===== config.mk =====
export PLATFORM = sky130hd
export DESIGN_NAME = instrCache
export DESIGN_NICKNAME = d
export VERILOG_FILES = /design/src/logic/memPkg.sv /design/src/logic/instrCache.sv
export SDC_FILE = /design/constraint.sdc
export NUM_CORES = 1
export LEC_CHECK = 0
export ABC_AREA = 1
export BUFFER_PORTS_ARGS = -buffer_cell sky130_fd_sc_hd__buf_4
export CAP_MARGIN = 10
export CORE_UTILIZATION = 26
export CTS_BUF_LIST = sky130_fd_sc_hd__clkbuf_8
export DETAILED_ROUTE_END_ITERATION = 8
export GPL_TIMING_DRIVEN = 0
export PLACE_DENSITY_LB_ADDON = 0.2
export SYNTH_ARGS = -nofsm -noshare
export SYNTH_HDL_FRONTEND = slang
export SYNTH_SLANG_ARGS = --single-unit

===== constraint.sdc =====
create_clock -name clk -period 4.7 [get_ports clk]
set_clock_uncertainty 0.1 [all_clocks]
set_input_delay 0.235 -clock clk [delete_from_list [all_inputs] [get_ports clk]]
set_output_delay 0.235 -clock clk [all_outputs]
set_load 0.01 [all_outputs]

===== src/logic/memPkg.sv =====
package memPkg;

  localparam int AddrW      = 32;
  localparam int DataW      = 32;
  localparam int MaskW      = DataW / 8;
  localparam int OffW       = 2;

  // Backing memory, word addressed by byte address bits 11:2
  localparam int MemWords   = 1024;
  localparam int MemIdxW    = $clog2(MemWords);
  localparam int MemWait    = 2;
  localparam int WaitW      = $clog2(MemWait + 1);

  // Direct mapped caches with one-word lines
  localparam int CacheLines = 16;
  localparam int IdxW       = $clog2(CacheLines);
  localparam int TagW       = AddrW - IdxW - OffW;

  typedef struct packed {
    logic [AddrW-1:0] addr;
    logic             write;
    logic [DataW-1:0] wrData;
    logic [MaskW-1:0] byteMask;
  } memReqT;

  typedef struct packed {
    logic [AddrW-1:0] addr;
  } fetchReqT;

  function automatic logic [IdxW-1:0] lineIdx(logic [AddrW-1:0] addr);
    return addr[OffW +: IdxW];
  endfunction

  function automatic logic [TagW-1:0] lineTag(logic [AddrW-1:0] addr);
    return addr[AddrW-1 -: TagW];
  endfunction

  function automatic logic [MemIdxW-1:0] wordIdx(logic [AddrW-1:0] addr);
    return addr[OffW +: MemIdxW];
  endfunction

  // Replace only the bytes selected by the mask
  function automatic logic [DataW-1:0] mergeBytes(logic [DataW-1:0] oldWord,
                                                  logic [DataW-1:0] newWord,
                                                  logic [MaskW-1:0] mask);
    logic [DataW-1:0] res;
    res = oldWord;
    for (int b = 0; b < MaskW; b++) begin
      if (mask[b]) begin
        res[8*b +: 8] = newWord[8*b +: 8];
      end
    end
    return res;
  endfunction

endpackage


===== src/logic/instrCache.sv =====
`timescale 1ns/1ps

module instrCache (
  input  logic                      clk,
  input  logic                      rstN,
  input  logic                      enable,
  input  logic                      invalidate,
  input  logic                      reqStrb,
  input  memPkg::fetchReqT          req,
  output logic                      rspStrb,
  output logic [memPkg::DataW-1:0]  rdData,
  output logic                      busStrb,
  output memPkg::memReqT            busReq,
  input  logic                      busReady,
  input  logic [memPkg::DataW-1:0]  busRdData
);
  import memPkg::*;

  typedef enum logic [1:0] {
    Idle,
    Lookup,
    Miss
  } stateE;

  stateE            state;
  stateE            stateNext;
  fetchReqT         reqQ;
  logic [CacheLines-1:0] valid;
  logic [TagW-1:0]  tagArr [CacheLines];
  logic [DataW-1:0] dataArr [CacheLines];
  logic [IdxW-1:0]  idx;
  logic             hit;
  logic             fill;

  assign idx  = lineIdx(reqQ.addr);
  // A disabled cache never hits
  assign hit  = enable && valid[idx] && (tagArr[idx] == lineTag(reqQ.addr));
  assign fill = (state == Miss) && busReady && enable;

  always_comb begin
    stateNext = state;
    case (state)
      Idle:    if (reqStrb) stateNext = Lookup;
      Lookup:  stateNext = hit ? Idle : Miss;
      Miss:    if (busReady) stateNext = Idle;
      default: stateNext = Idle;
    endcase
  end

  assign rspStrb = ((state == Lookup) && hit) || ((state == Miss) && busReady);
  assign rdData  = (state == Lookup) ? dataArr[idx] : busRdData;

  // Read only port, full word
  assign busStrb         = (state == Lookup) && !hit;
  assign busReq.addr     = reqQ.addr;
  assign busReq.write    = 1'b0;
  assign busReq.wrData   = '0;
  assign busReq.byteMask = '1;

  always_ff @(posedge clk) begin
    if (!rstN) begin
      state <= Idle;
      valid <= '0;
    end else begin
      state <= stateNext;
      if (invalidate) begin
        valid <= '0;
      end else if (fill) begin
        valid[idx] <= 1'b1;
      end
    end
  end

  always_ff @(posedge clk) begin
    if (state == Idle && reqStrb) begin
      reqQ <= req;
    end
    if (fill) begin
      tagArr[idx]  <= lineTag(reqQ.addr);
      dataArr[idx] <= busRdData;
    end
  end

endmodule


==> impl_metrics.env, run 1 <==
export IMPL_synth_most_common_cell="edfxtp_1"
export IMPL_synth_commonest_cells="960 x edfxtp_1, 654 x nand2_1, 453 x nor2_1, 301 x nand3_1, 300 x o21ai_0"
export IMPL_ir_drop_v=0.000238
export IMPL_relSlewSlack_pct=24.6
export IMPL_drive_above_1_share_pct=14.0
export IMPL_rsz0062_at_grt="yes"
export IMPL_start_util_pct=26.2
export IMPL_ys_seq_area_share_pct=73.2
export IMPL_gp_congestion=0.794
export IMPL_ant_nets=0
export IMPL_vias_per_cell=4.68
export IMPL_dpl_cell_area_um2=44900
export IMPL_cts_tree="done"
export IMPL_status="finished, final reports clean"
export IMPL_tightest_slew_ns=1.13
export IMPL_syn_area_per_cell_um2=12.0
export IMPL_grt_overflow_total=0
export IMPL_clock_tree_buffer_depth=3
export IMPL_hp_start="req[5]"
export IMPL_cts_clk_slew_worst_paths_ns=0.06
export IMPL_met3_usage_pct=3.49
export IMPL_cp_arrival_ns=4.20
export IMPL_postLayoutCellArea_um2=49300
export IMPL_synth_edf_count=960
export IMPL_ys_ff_latch=982
export IMPL_dp_cells=5587
export IMPL_clk_latency_ns=0.91
export IMPL_busiest_layer="met2"
export IMPL_holdPathStages=4
export IMPL_routedWlPerCell_um=24.6
export IMPL_io_buffers=135
export IMPL_reg2reg_depth=13
export IMPL_hold_viol=0
export IMPL_track_usage_pct=18.7
export IMPL_fin_crit_sh_pct=96.4
export IMPL_grt_max_degree=23
export IMPL_rr_endpoint="state[1]"
export IMPL_synthFlopType="edfxtp_1"
export IMPL_drt_total_wl_um=148000
export IMPL_synth_top_cell_area_share_pct=72.1
export IMPL_die_y_um=394
export IMPL_drv_slew=0
export IMPL_die_w_um=394
export IMPL_dp_hpwl_um=94900
export IMPL_cts_sinks=982
export IMPL_criticalPathCategory="register to output pin"
export IMPL_numCtsBuffers=178
export IMPL_met2_usage_pct=30.3
export IMPL_ctsHtreeMaxLevel=4
export IMPL_grt_pass1_vias=27336
export IMPL_synth_area_leaders="edfxtp_1 72%, nand2_1 6.1%, nor2_1 4.3%"
export IMPL_cp_slowest_stage_delay_ns=0.48
export IMPL_core_area_um2=152000
export IMPL_worstPathRequired_ns=4.37
export IMPL_via_count=28129
export IMPL_power_density_nw_per_um2=405
export IMPL_critPathSlowestCell="a31oi_2"
export IMPL_dieArea_um2=155000
export IMPL_synth_area_um2=40000
export IMPL_ff2ff_setup_slack_ns=1.37
export IMPL_first_pass_iters=8
export IMPL_grt_pass1_wl_um=207000
export IMPL_timing_critical_path_mode_cell="buf_4"
export IMPL_worstSetupEndpointType="output pin"
export IMPL_startpoint_type="register"
export IMPL_ys_warn_count=0
export IMPL_final_cells=6016
export IMPL_antenna_found_initial=11
export IMPL_cts_root_buf="clkbuf_8"
export IMPL_cellLeakagePower_nw=18.0
export IMPL_ioPinCount=173
export IMPL_area_delta_synth_final_pct=23.3
export IMPL_drc=0
export IMPL_post_cts_buffers=0
export IMPL_power_mw=19.9
export IMPL_fmax_mhz=221
export IMPL_whs_ns=0.0888
export IMPL_grt_use_met1_pct=25.2
export IMPL_rows=143
export IMPL_critPathMaxFanout=10
export IMPL_finalSetupViolations=0
export IMPL_crit_chain="buf_6 -> buf_6 -> buf_4 -> buf_2 -> buf_4 -> buf_2 -> nor2_1 -> o22ai_1 -> o21ai_0 -> a31oi_2 -> buf_4"
export IMPL_fin_crit_ns=4.53
export IMPL_hold_class="input pin to register"
export IMPL_cap_violations=0
export IMPL_finalNetCount=3906
export IMPL_syn_instance_count=3336
export IMPL_drtIter0Drc=2706
export IMPL_yosysTopAreaCell="edfxtp_1"
export IMPL_async_flop_share_pct=0
export IMPL_synth_cell_type_count=29
==> where the power goes <==
| part | total (mW) | leakage, nW | switching (mW) | internal (mW) |
|---|---|---|---|---|
| Combinational | 2.45 | 7.22 | 1.75 | 0.702 |
| Sequential | 9.76 | 8.82 | 0.0995 | 9.66 |
| Clock | 7.71 | 1.93 | 3.76 | 3.95 |
| Total | 19.9 | 18.0 | 5.61 | 14.3 |
==> registers in the layout (all words and copies together), names as in the netlist, named ones only <==
name and cells:
tagArr 416, state 2, dataArr 512, reqQ 32, valid 16
==> what timing repair did <==
action,4_1_cts,5_1_grt
endpoints found under the setup margin,12,5
pin swaps,0,0
endpoints found under the hold margin,586,0
hold buffers,100,0
gates resized for setup,19,12
==> worst max path at each step <==
stage	cells past startpoint	slack, ns	to
2_1_floorplan	6	0.59	dataArr[15][0]
3_3_place_gp	6	-3.89	dataArr[15][15]
3_5_place_dp	7	0.43	rdData[6]
4_1_cts	13	0.02	rspStrb
5_1_grt	13	-0.07	rspStrb
6_report	11	0.17	rdData[4]
==> cell families (layout without fill, tap and decap cells) <==
kind of cell	after synthesis	count (layout)	synth area share (%)
AO/OA/AOI/OAI	489	489	7.26
other	2	45	0.0188
flip-flops	982	982	73.2
AND/OR/NAND/NOR	1420	1420	14.4
buffers and inverters	443	1050	5.09
==> per-stage QoR <==
stage	worst slack [ns]	util [%]	setup TNS, ns
after floorplan	0.592	-	0
after global placement	-3.89	28.7	-3231.30
after detailed placement	0.433	29.5	0
after CTS	0.0184	32.3	0
after global routing	-0.0674	32.4	-0.0778
final	0.168	32.4	0
==> cells in the final DEF, fill, tap and decap left out, types with 7 or more instances in the layout <==
master           instances
o221ai_1                90
o22ai_1                 38
clkbuf_1                90
clkinv_1                34
buf_6                    7
clkbuf_2                 7
dfxtp_1                 22
clkinv_2                17
edfxtp_1               960
nor2_1                 437
o211ai_1                10
clkdlybuf4s15_2          7
inv_1                  271
conb_1                  37
buf_16                  13
nand2_1                654
buf_2                   35
nand3_1                301
diode_2                  8
dlygate4sd3_1          100
buf_1                   17
buf_12                  38
nor2_4                  16
clkbuf_8               184
a31oi_1                 29
o21ai_1                 14
o21ai_0                300
buf_4                  208
==> worst max-delay path: cells and delay by family, from the launching register on <==
kind	cells	cell delay, ns
and+or+nand+nor	1	0.10
buffers and inverters	7	1.94
DFF	1	0.33
AOI/OAI and AO/OA	3	0.88
==> layer usage <==
| metal | wire (um) | vias up | share of wire, % |
|---|---|---|---|
| li1 | - | 12741 | - |
| met2 | 69200 | 1036 | 47 |
| met1 | 65200 | 14105 | 44 |
| met3 | 9330 | 241 | 6.3 |
| met5 | 35 | - | 0.024 |
| met4 | 3960 | 6 | 2.7 |
==> final cells by class <==
| cell class | count | area (um^2) |
|---|---|---|
| tap | 2030 | 2540 |
| clock inverter | 138 | 748 |
| timing repair buffer | 286 | 3130 |
| multi-input combinational | 1946 | 8920 |
| fill | 15523 | 103000 |
| inverter | 205 | 772 |
| buffer | 237 | 1330 |
| antenna | 8 | 20.0 |
| sequential | 982 | 29300 |
| clock buffer | 184 | 2530 |
Note: power is estimated with default switching activity, not from simulation.
==> run 2, diff against run 1 <==
--- a/config.mk
+++ b/config.mk
@@ -6,5 +6,4 @@
 export NUM_CORES = 1
 export LEC_CHECK = 0
-export ABC_AREA = 1
 export BUFFER_PORTS_ARGS = -buffer_cell sky130_fd_sc_hd__buf_4
 export CAP_MARGIN = 10
==> constraint.sdc (replaced) <==
create_clock -name clk -period 3.84 [get_ports clk]
set_clock_uncertainty 0.1 [all_clocks]
set_input_delay 0.384 -clock clk [delete_from_list [all_inputs] [get_ports clk]]
set_output_delay 0.384 -clock clk [all_outputs]
set_load 0.01 [all_outputs]
==> impl_metrics.env, run 2 <==
export IMPL_ys_seq_area_share_pct=77.0
export IMPL_drv_slew=0
export IMPL_critPathSlowestCell="mux4_2"
export IMPL_first_pass_iters=5
export IMPL_ys_ff_latch=982
export IMPL_tightest_slew_ns=1.17
export IMPL_whs_ns=0.143
export IMPL_io_buffers=135
export IMPL_grt_overflow_total=0
export IMPL_critPathMaxFanout=7
export IMPL_criticalPathCategory="register to output pin"
export IMPL_cts_root_buf="clkbuf_8"
export IMPL_gp_congestion=0.719
export IMPL_clk_latency_ns=0.85
export IMPL_rsz0062_at_grt="yes"
export IMPL_multi_input_area_um2=8590
export IMPL_fin_ws_ns=-0.669
export IMPL_synth_edf_count=960
export IMPL_startpoint_type="register"
export IMPL_drt_total_wl_um=107000
export IMPL_drc=0
export IMPL_seqCellArea_um2=29300
export IMPL_synth_commonest_cells="960 x edfxtp_1, 263 x mux4_2, 50 x mux2i_1, 48 x buf_4, 43 x mux2_2"
export IMPL_antenna_found_initial=2
export IMPL_synth_area_um2=38000
export IMPL_syn_area_per_cell_um2=23.4
export IMPL_busiest_layer="met2"
export IMPL_regMostFlops="dataArr"
export IMPL_async_flop_share_pct=0
export IMPL_largest_register_ffs=512
export IMPL_cap_violations=0
export IMPL_dp_cells=3759
export IMPL_ant_nets=0
export IMPL_finalSetupViolations=34
export IMPL_die_w_um=384
export IMPL_yosysTopAreaCell="edfxtp_1"
export IMPL_hold_viol=0
export IMPL_vias_per_cell=4.48
export IMPL_fin_crit_sh_pct=117
export IMPL_routedWlPerCell_um=25.5
export IMPL_hp_start="req[30]"
export IMPL_via_count=18768
export IMPL_mostFrequentLayoutCell="edfxtp_1"
export IMPL_largest_registers="dataArr x512, tagArr x416, reqQ x32"
export IMPL_ioPinCount=173
export IMPL_ys_warn_count=0
export IMPL_power_density_nw_per_um2=477
export IMPL_cts_clk_slew_worst_paths_ns=0.06
export IMPL_dieArea_um2=148000
export IMPL_r2r_start="state[1]"
export IMPL_start_util_pct=26.3
export IMPL_violations="negative setup slack"
export IMPL_fmax_mhz=222
export IMPL_crit_chain="buf_8 -> buf_12 -> buf_12 -> mux4_2 -> mux4_2 -> xor2_1 -> a311oi_1 -> nand4_1 -> or3_4 -> o31ai_4 -> buf_4"
export IMPL_met2_usage_pct=23.9
export IMPL_synth_top_cell_area_share_pct=75.8
export IMPL_met3_usage_pct=2.79
export IMPL_grt_pass1_wl_um=150000
export IMPL_dp_hpwl_um=67100
export IMPL_track_usage_pct=14.5
export IMPL_area_delta_synth_final_pct=28.4
export IMPL_synth_most_common_cell="edfxtp_1"
export IMPL_rows=139
export IMPL_grt_max_degree=22
export IMPL_ctsHtreeMaxLevel=4
export IMPL_grt_pass1_vias=20138
export IMPL_cp_arrival_ns=4.02
export IMPL_final_cell_mix="960 x edfxtp_1, 263 x mux4_2, 188 x clkbuf_8"
export IMPL_relSlewSlack_pct=22.0
export IMPL_core_area_um2=144000
export IMPL_cellLeakagePower_nw=16.2
export IMPL_synth_cell_type_count=54
export IMPL_finalNetCount=2222
export IMPL_numCtsBuffers=173
export IMPL_drtIter0Drc=1608
export IMPL_syn_instance_count=1622
export IMPL_synth_area_leaders="edfxtp_1 76%, mux4_2 16%, mux2i_1 1.3%"
export IMPL_clock_tree_buffer_depth=3
export IMPL_fill_cells=13607
export IMPL_hold_class="input pin to register"
export IMPL_ir_drop_v=0.000254
export IMPL_fin_crit_ns=4.51
export IMPL_status="complete, but fails checks"
export IMPL_final_cells=4192
export IMPL_drive_above_1_share_pct=40.5
export IMPL_grt_use_met1_pct=19.3
export IMPL_power_mw=23.3
export IMPL_die_y_um=384
export IMPL_synthFlopType="edfxtp_1"
export IMPL_worstSetupEndpointType="output pin"
export IMPL_worstPathRequired_ns=3.36
export IMPL_cp_slowest_stage_delay_ns=0.51
export IMPL_cts_tree="done"
export IMPL_final_core_util_pct=33.8
export IMPL_cts_sinks=982
-- run 2: changes by cell type after synthesis, moves of 33 or more --
cell and delta:
o221ai_1 -87, inv_1 -197, mux2_2 +43, o22ai_1 -33, mux2i_1 +50, mux4_2 +263
nand2_1 -645, clkbuf_1 -69, nor2_1 -432, nand3_1 -297, o21ai_0 -297
-- run 2: power by group --
group | switching [mW] | total (mW) | internal, mW | leakage [nW]
Sequential | 0.108 | 11.9 | 11.8 | 8.82
Combinational | 1.17 | 2.48 | 1.32 | 5.53
Clock | 4.37 | 8.89 | 4.52 | 1.81
Total | 5.64 | 23.3 | 17.7 | 16.2
-- run 2: path summary, 6_finish.rpt --
path,end,slack (ns),depth (start not counted)
max reg2reg,dataArr[2][19],0.46,8
min reg2reg,valid[5],0.36,1
max,rspStrb,-0.67,11
min,reqQ[30],0.14,2
-- run 2: per-stage QoR --
step                setup slack, ns  instance area [um^2]  setup TNS (ns)
finish                       -0.669                 48800          -15.63
global route                 -0.826                 48800          -20.36
CTS                          -0.830                 48700          -18.56
detailed placement            -1.37                 43100          -41.16
global placement              -5.02                 41600        -2886.04
floorplan                    -0.304                 38200          -53.11
-- run 2: what timing repair did --
| action | in CTS | in global routing |
|---|---|---|
| gates cloned | 12 | 0 |
| hold buffers | 68 | 1 |
| hold endpoints to repair | 562 | 1 |
| pin swaps | 8 | 10 |
| setup buffers | 40 | 10 |
| setup endpoints to repair | 35 | 35 |
| resized for setup | 318 | 33 |
-- run 2: area by class of cell --
| class | count | area share, % |
|---|---|---|
| Timing Repair Buffer | 321 | 8.23 |
| Clock inverter | 135 | 1.47 |
| Antenna cell | 2 | 0.0102 |
| Multi-Input combinational cell | 554 | 17.6 |
| Sequential cell | 982 | 59.9 |
| Clock buffer | 175 | 4.93 |
| Tap cell | 1903 | 4.88 |
| Inverter | 5 | 0.0384 |
| Buffer | 115 | 2.93 |
-- run 2: cell families (layout without fill, tap and decap cells) --
family / count (synthesis) / count (layout) / share of synthesized area [%]
flops: 982 / 982 / 77.0
xor+xnor: 30 / 30 / 0.691
simple gates: 76 / 76 / 1.07
compound gates: 53 / 53 / 1.01
mux: 358 / 358 / 18.3
buf+inv: 121 / 751 / 1.93
other cells: 2 / 39 / 0.0198
-- run 2: worst max-delay path: cells and delay by family, from the launching register on --
family | cells | cell delay, ns
simple gates | 2 | 0.68
buf+inv | 4 | 0.55
xor+xnor | 1 | 0.18
compound gates | 2 | 0.42
mux | 2 | 1.00
flops | 1 | 0.33
-- run 2: per-layer routing --
metal	wire, um	vias up
li1	-	7941
met5	9	-
met2	52100	536
met3	4720	162
met4	2220	2
met1	47600	10127
==> run 3, diff against run 2 <==
Settings changed: CORE_ASPECT_RATIO from default to 1.25.
==> impl_metrics.env, run 3 (synthesis gave the netlist of run 2 again) <==
export IMPL_violations="negative setup slack"
export IMPL_drive_above_1_share_pct=38.9
export IMPL_grt_pass1_wl_um=148000
export IMPL_final_cell_mix="960 x edfxtp_1, 263 x mux4_2, 196 x buf_4"
export IMPL_worstSetupEndpointType="output pin"
export IMPL_rsz0062_at_grt="yes"
export IMPL_io_buffers=135
export IMPL_power_density_nw_per_um2=478
export IMPL_power_mw=22.8
export IMPL_status="complete, but fails checks"
export IMPL_holdPathStages=2
export IMPL_grt_max_degree=22
export IMPL_finalSetupViolations=34
export IMPL_antenna_found_initial=2
export IMPL_seqCellArea_um2=29300
export IMPL_ioPinCount=173
export IMPL_dp_cells=3753
export IMPL_multi_input_area_um2=8390
export IMPL_drv_slew=0
export IMPL_switching_share_pct=23.7
export IMPL_ant_nets=0
export IMPL_hp_start="req[15]"
export IMPL_relSlewSlack_pct=33.5
export IMPL_place_ws_ns=-1.64
export IMPL_rows=156
export IMPL_final_cells=4127
export IMPL_crit_chain="buf_8 -> buf_12 -> buf_6 -> mux4_2 -> mux4_2 -> xor2_2 -> a311oi_2 -> nand4_1 -> or3_4 -> o31ai_4 -> buf_6"
export IMPL_drc=0
export IMPL_whs_ns=0.130
export IMPL_fill_cells=13727
export IMPL_dp_hpwl_um=67400
export IMPL_clock_tree_buffer_depth=3
export IMPL_worstPathRequired_ns=3.36
export IMPL_fin_crit_sh_pct=123
export IMPL_mostFrequentLayoutCell="edfxtp_1"
export IMPL_dieArea_um2=148000
export IMPL_cts_clk_slew_worst_paths_ns=0.06
export IMPL_ir_drop_v=0.000267
export IMPL_grt_pass1_vias=20387
export IMPL_fin_ws_ns=-0.864
export IMPL_drt_total_wl_um=104000
export IMPL_largest_registers="dataArr x512, tagArr x416, reqQ x32"
export IMPL_criticalPathCategory="register to output pin"
export IMPL_start_util_pct=26.3
export IMPL_seqPwrFrac_pct=52.3
export IMPL_fmax_mhz=213
export IMPL_gp_congestion=0.702
export IMPL_vias_per_cell=4.49
export IMPL_regMostFlops="dataArr"
export IMPL_cts_sinks=982
export IMPL_die_w_um=344
export IMPL_numCtsBuffers=164
export IMPL_ctsHtreeMaxLevel=4
export IMPL_finalNetCount=2184
export IMPL_cts_tree="done"
export IMPL_fin_crit_ns=4.70
export IMPL_first_pass_iters=5
export IMPL_drtIter0Drc=1196
export IMPL_hold_class="input pin to register"
export IMPL_via_count=18527
export IMPL_routedWlPerCell_um=25.3
export IMPL_hold_viol=0
export IMPL_critPathMaxFanout=6
export IMPL_cp_arrival_ns=4.22
export IMPL_cap_violations=0
export IMPL_grt_overflow_total=0
export IMPL_largest_register_ffs=512
export IMPL_track_usage_pct=14.3
export IMPL_p_int_mw=17.4
export IMPL_startpoint_type="register"
export IMPL_clk_latency_ns=0.88
export IMPL_cts_root_buf="clkbuf_8"
export IMPL_area_delta_synth_final_pct=25.5
export IMPL_cellLeakagePower_nw=15.6
export IMPL_tightest_slew_ns=0.994
export IMPL_power_switching_mw=5.42
export IMPL_core_area_um2=145000
export IMPL_combPwrFrac_pct=9.7
export IMPL_critPathSlowestCell="mux4_2"
export IMPL_p_clk_share_pct=38.0
export IMPL_reg2reg_depth=10
export IMPL_cp_slowest_stage_delay_ns=0.52
export IMPL_die_y_um=430
==> run 3: worst paths after layout <==
check / to / slack [ns]
max: rspStrb / -0.86
min: reqQ[15] / 0.13
max reg2reg: state[1] / 0.53
min reg2reg: valid[6] / 0.36
==> run 3: layout make-up <==
cell class              instances  area share [%]
repair buffers                291            6.90
multi-input cells             554            17.6
flip-flops and latches        982            61.3
clock buffers                 171            4.93
inverters                       5          0.0393
well taps                    1896            4.97
clock inverters               110            1.34
plain buffers                 116            2.91
diodes                          2          0.0105
==> run 3: power groups by stage <==
stage | Clock [mW] | Combinational [mW] | Sequential [mW]
after global routing | 9.38 | 2.37 | 11.9
after CTS | 8.99 | 2.22 | 11.9
after global placement | 0 | 1.94 | 12.1
final | 8.68 | 2.21 | 11.9
after floorplan | 0 | 1.19 | 12.1
after detailed placement | 0 | 1.98 | 12.2
==> run 3: through the flow <==
| stage | setup TNS (ns) | util, % | instance area (um^2) |
|---|---|---|---|
| after floorplan | -53.11 | - | 38200 |
| after global placement | -2755.62 | 28.7 | 41600 |
| after detailed placement | -42.47 | 29.7 | 43000 |
| after CTS | -20.80 | 32.8 | 47400 |
| after global routing | -18.83 | 33.0 | 47700 |
| final | -13.82 | 33.0 | 47700 |
==> run 3: worst max-delay path: cells and delay by family (launching register included) <==
kind	cells	cell delay (ns)
AO/OA/AOI/OAI	2	0.56
buffers and inverters	4	0.55
flip-flops	1	0.33
AND/OR/NAND/NOR	2	0.71
XOR/XNOR	1	0.19
multiplexers	2	1.01
==> run 3: repair_timing <==
action,4_1_cts,5_1_grt
hold endpoints to repair,562,0
endpoints found under the setup margin,35,34
buffers inserted,13,8
pin swaps,8,8
gates cloned,0,2
hold buffers,68,0
resized for setup,183,41
==> run 3: layer usage <==
| metal | routed length (um) | vias up | global-route usage [%] |
|---|---|---|---|
| met1 | 43400 | 10021 | 17.7 |
| met2 | 54400 | 495 | 24.8 |
| met5 | 0 | - | 0 |
| li1 | - | 7856 | - |
| met3 | 4380 | 155 | 2.74 |
| met4 | 2290 | 0 | 4.39 |
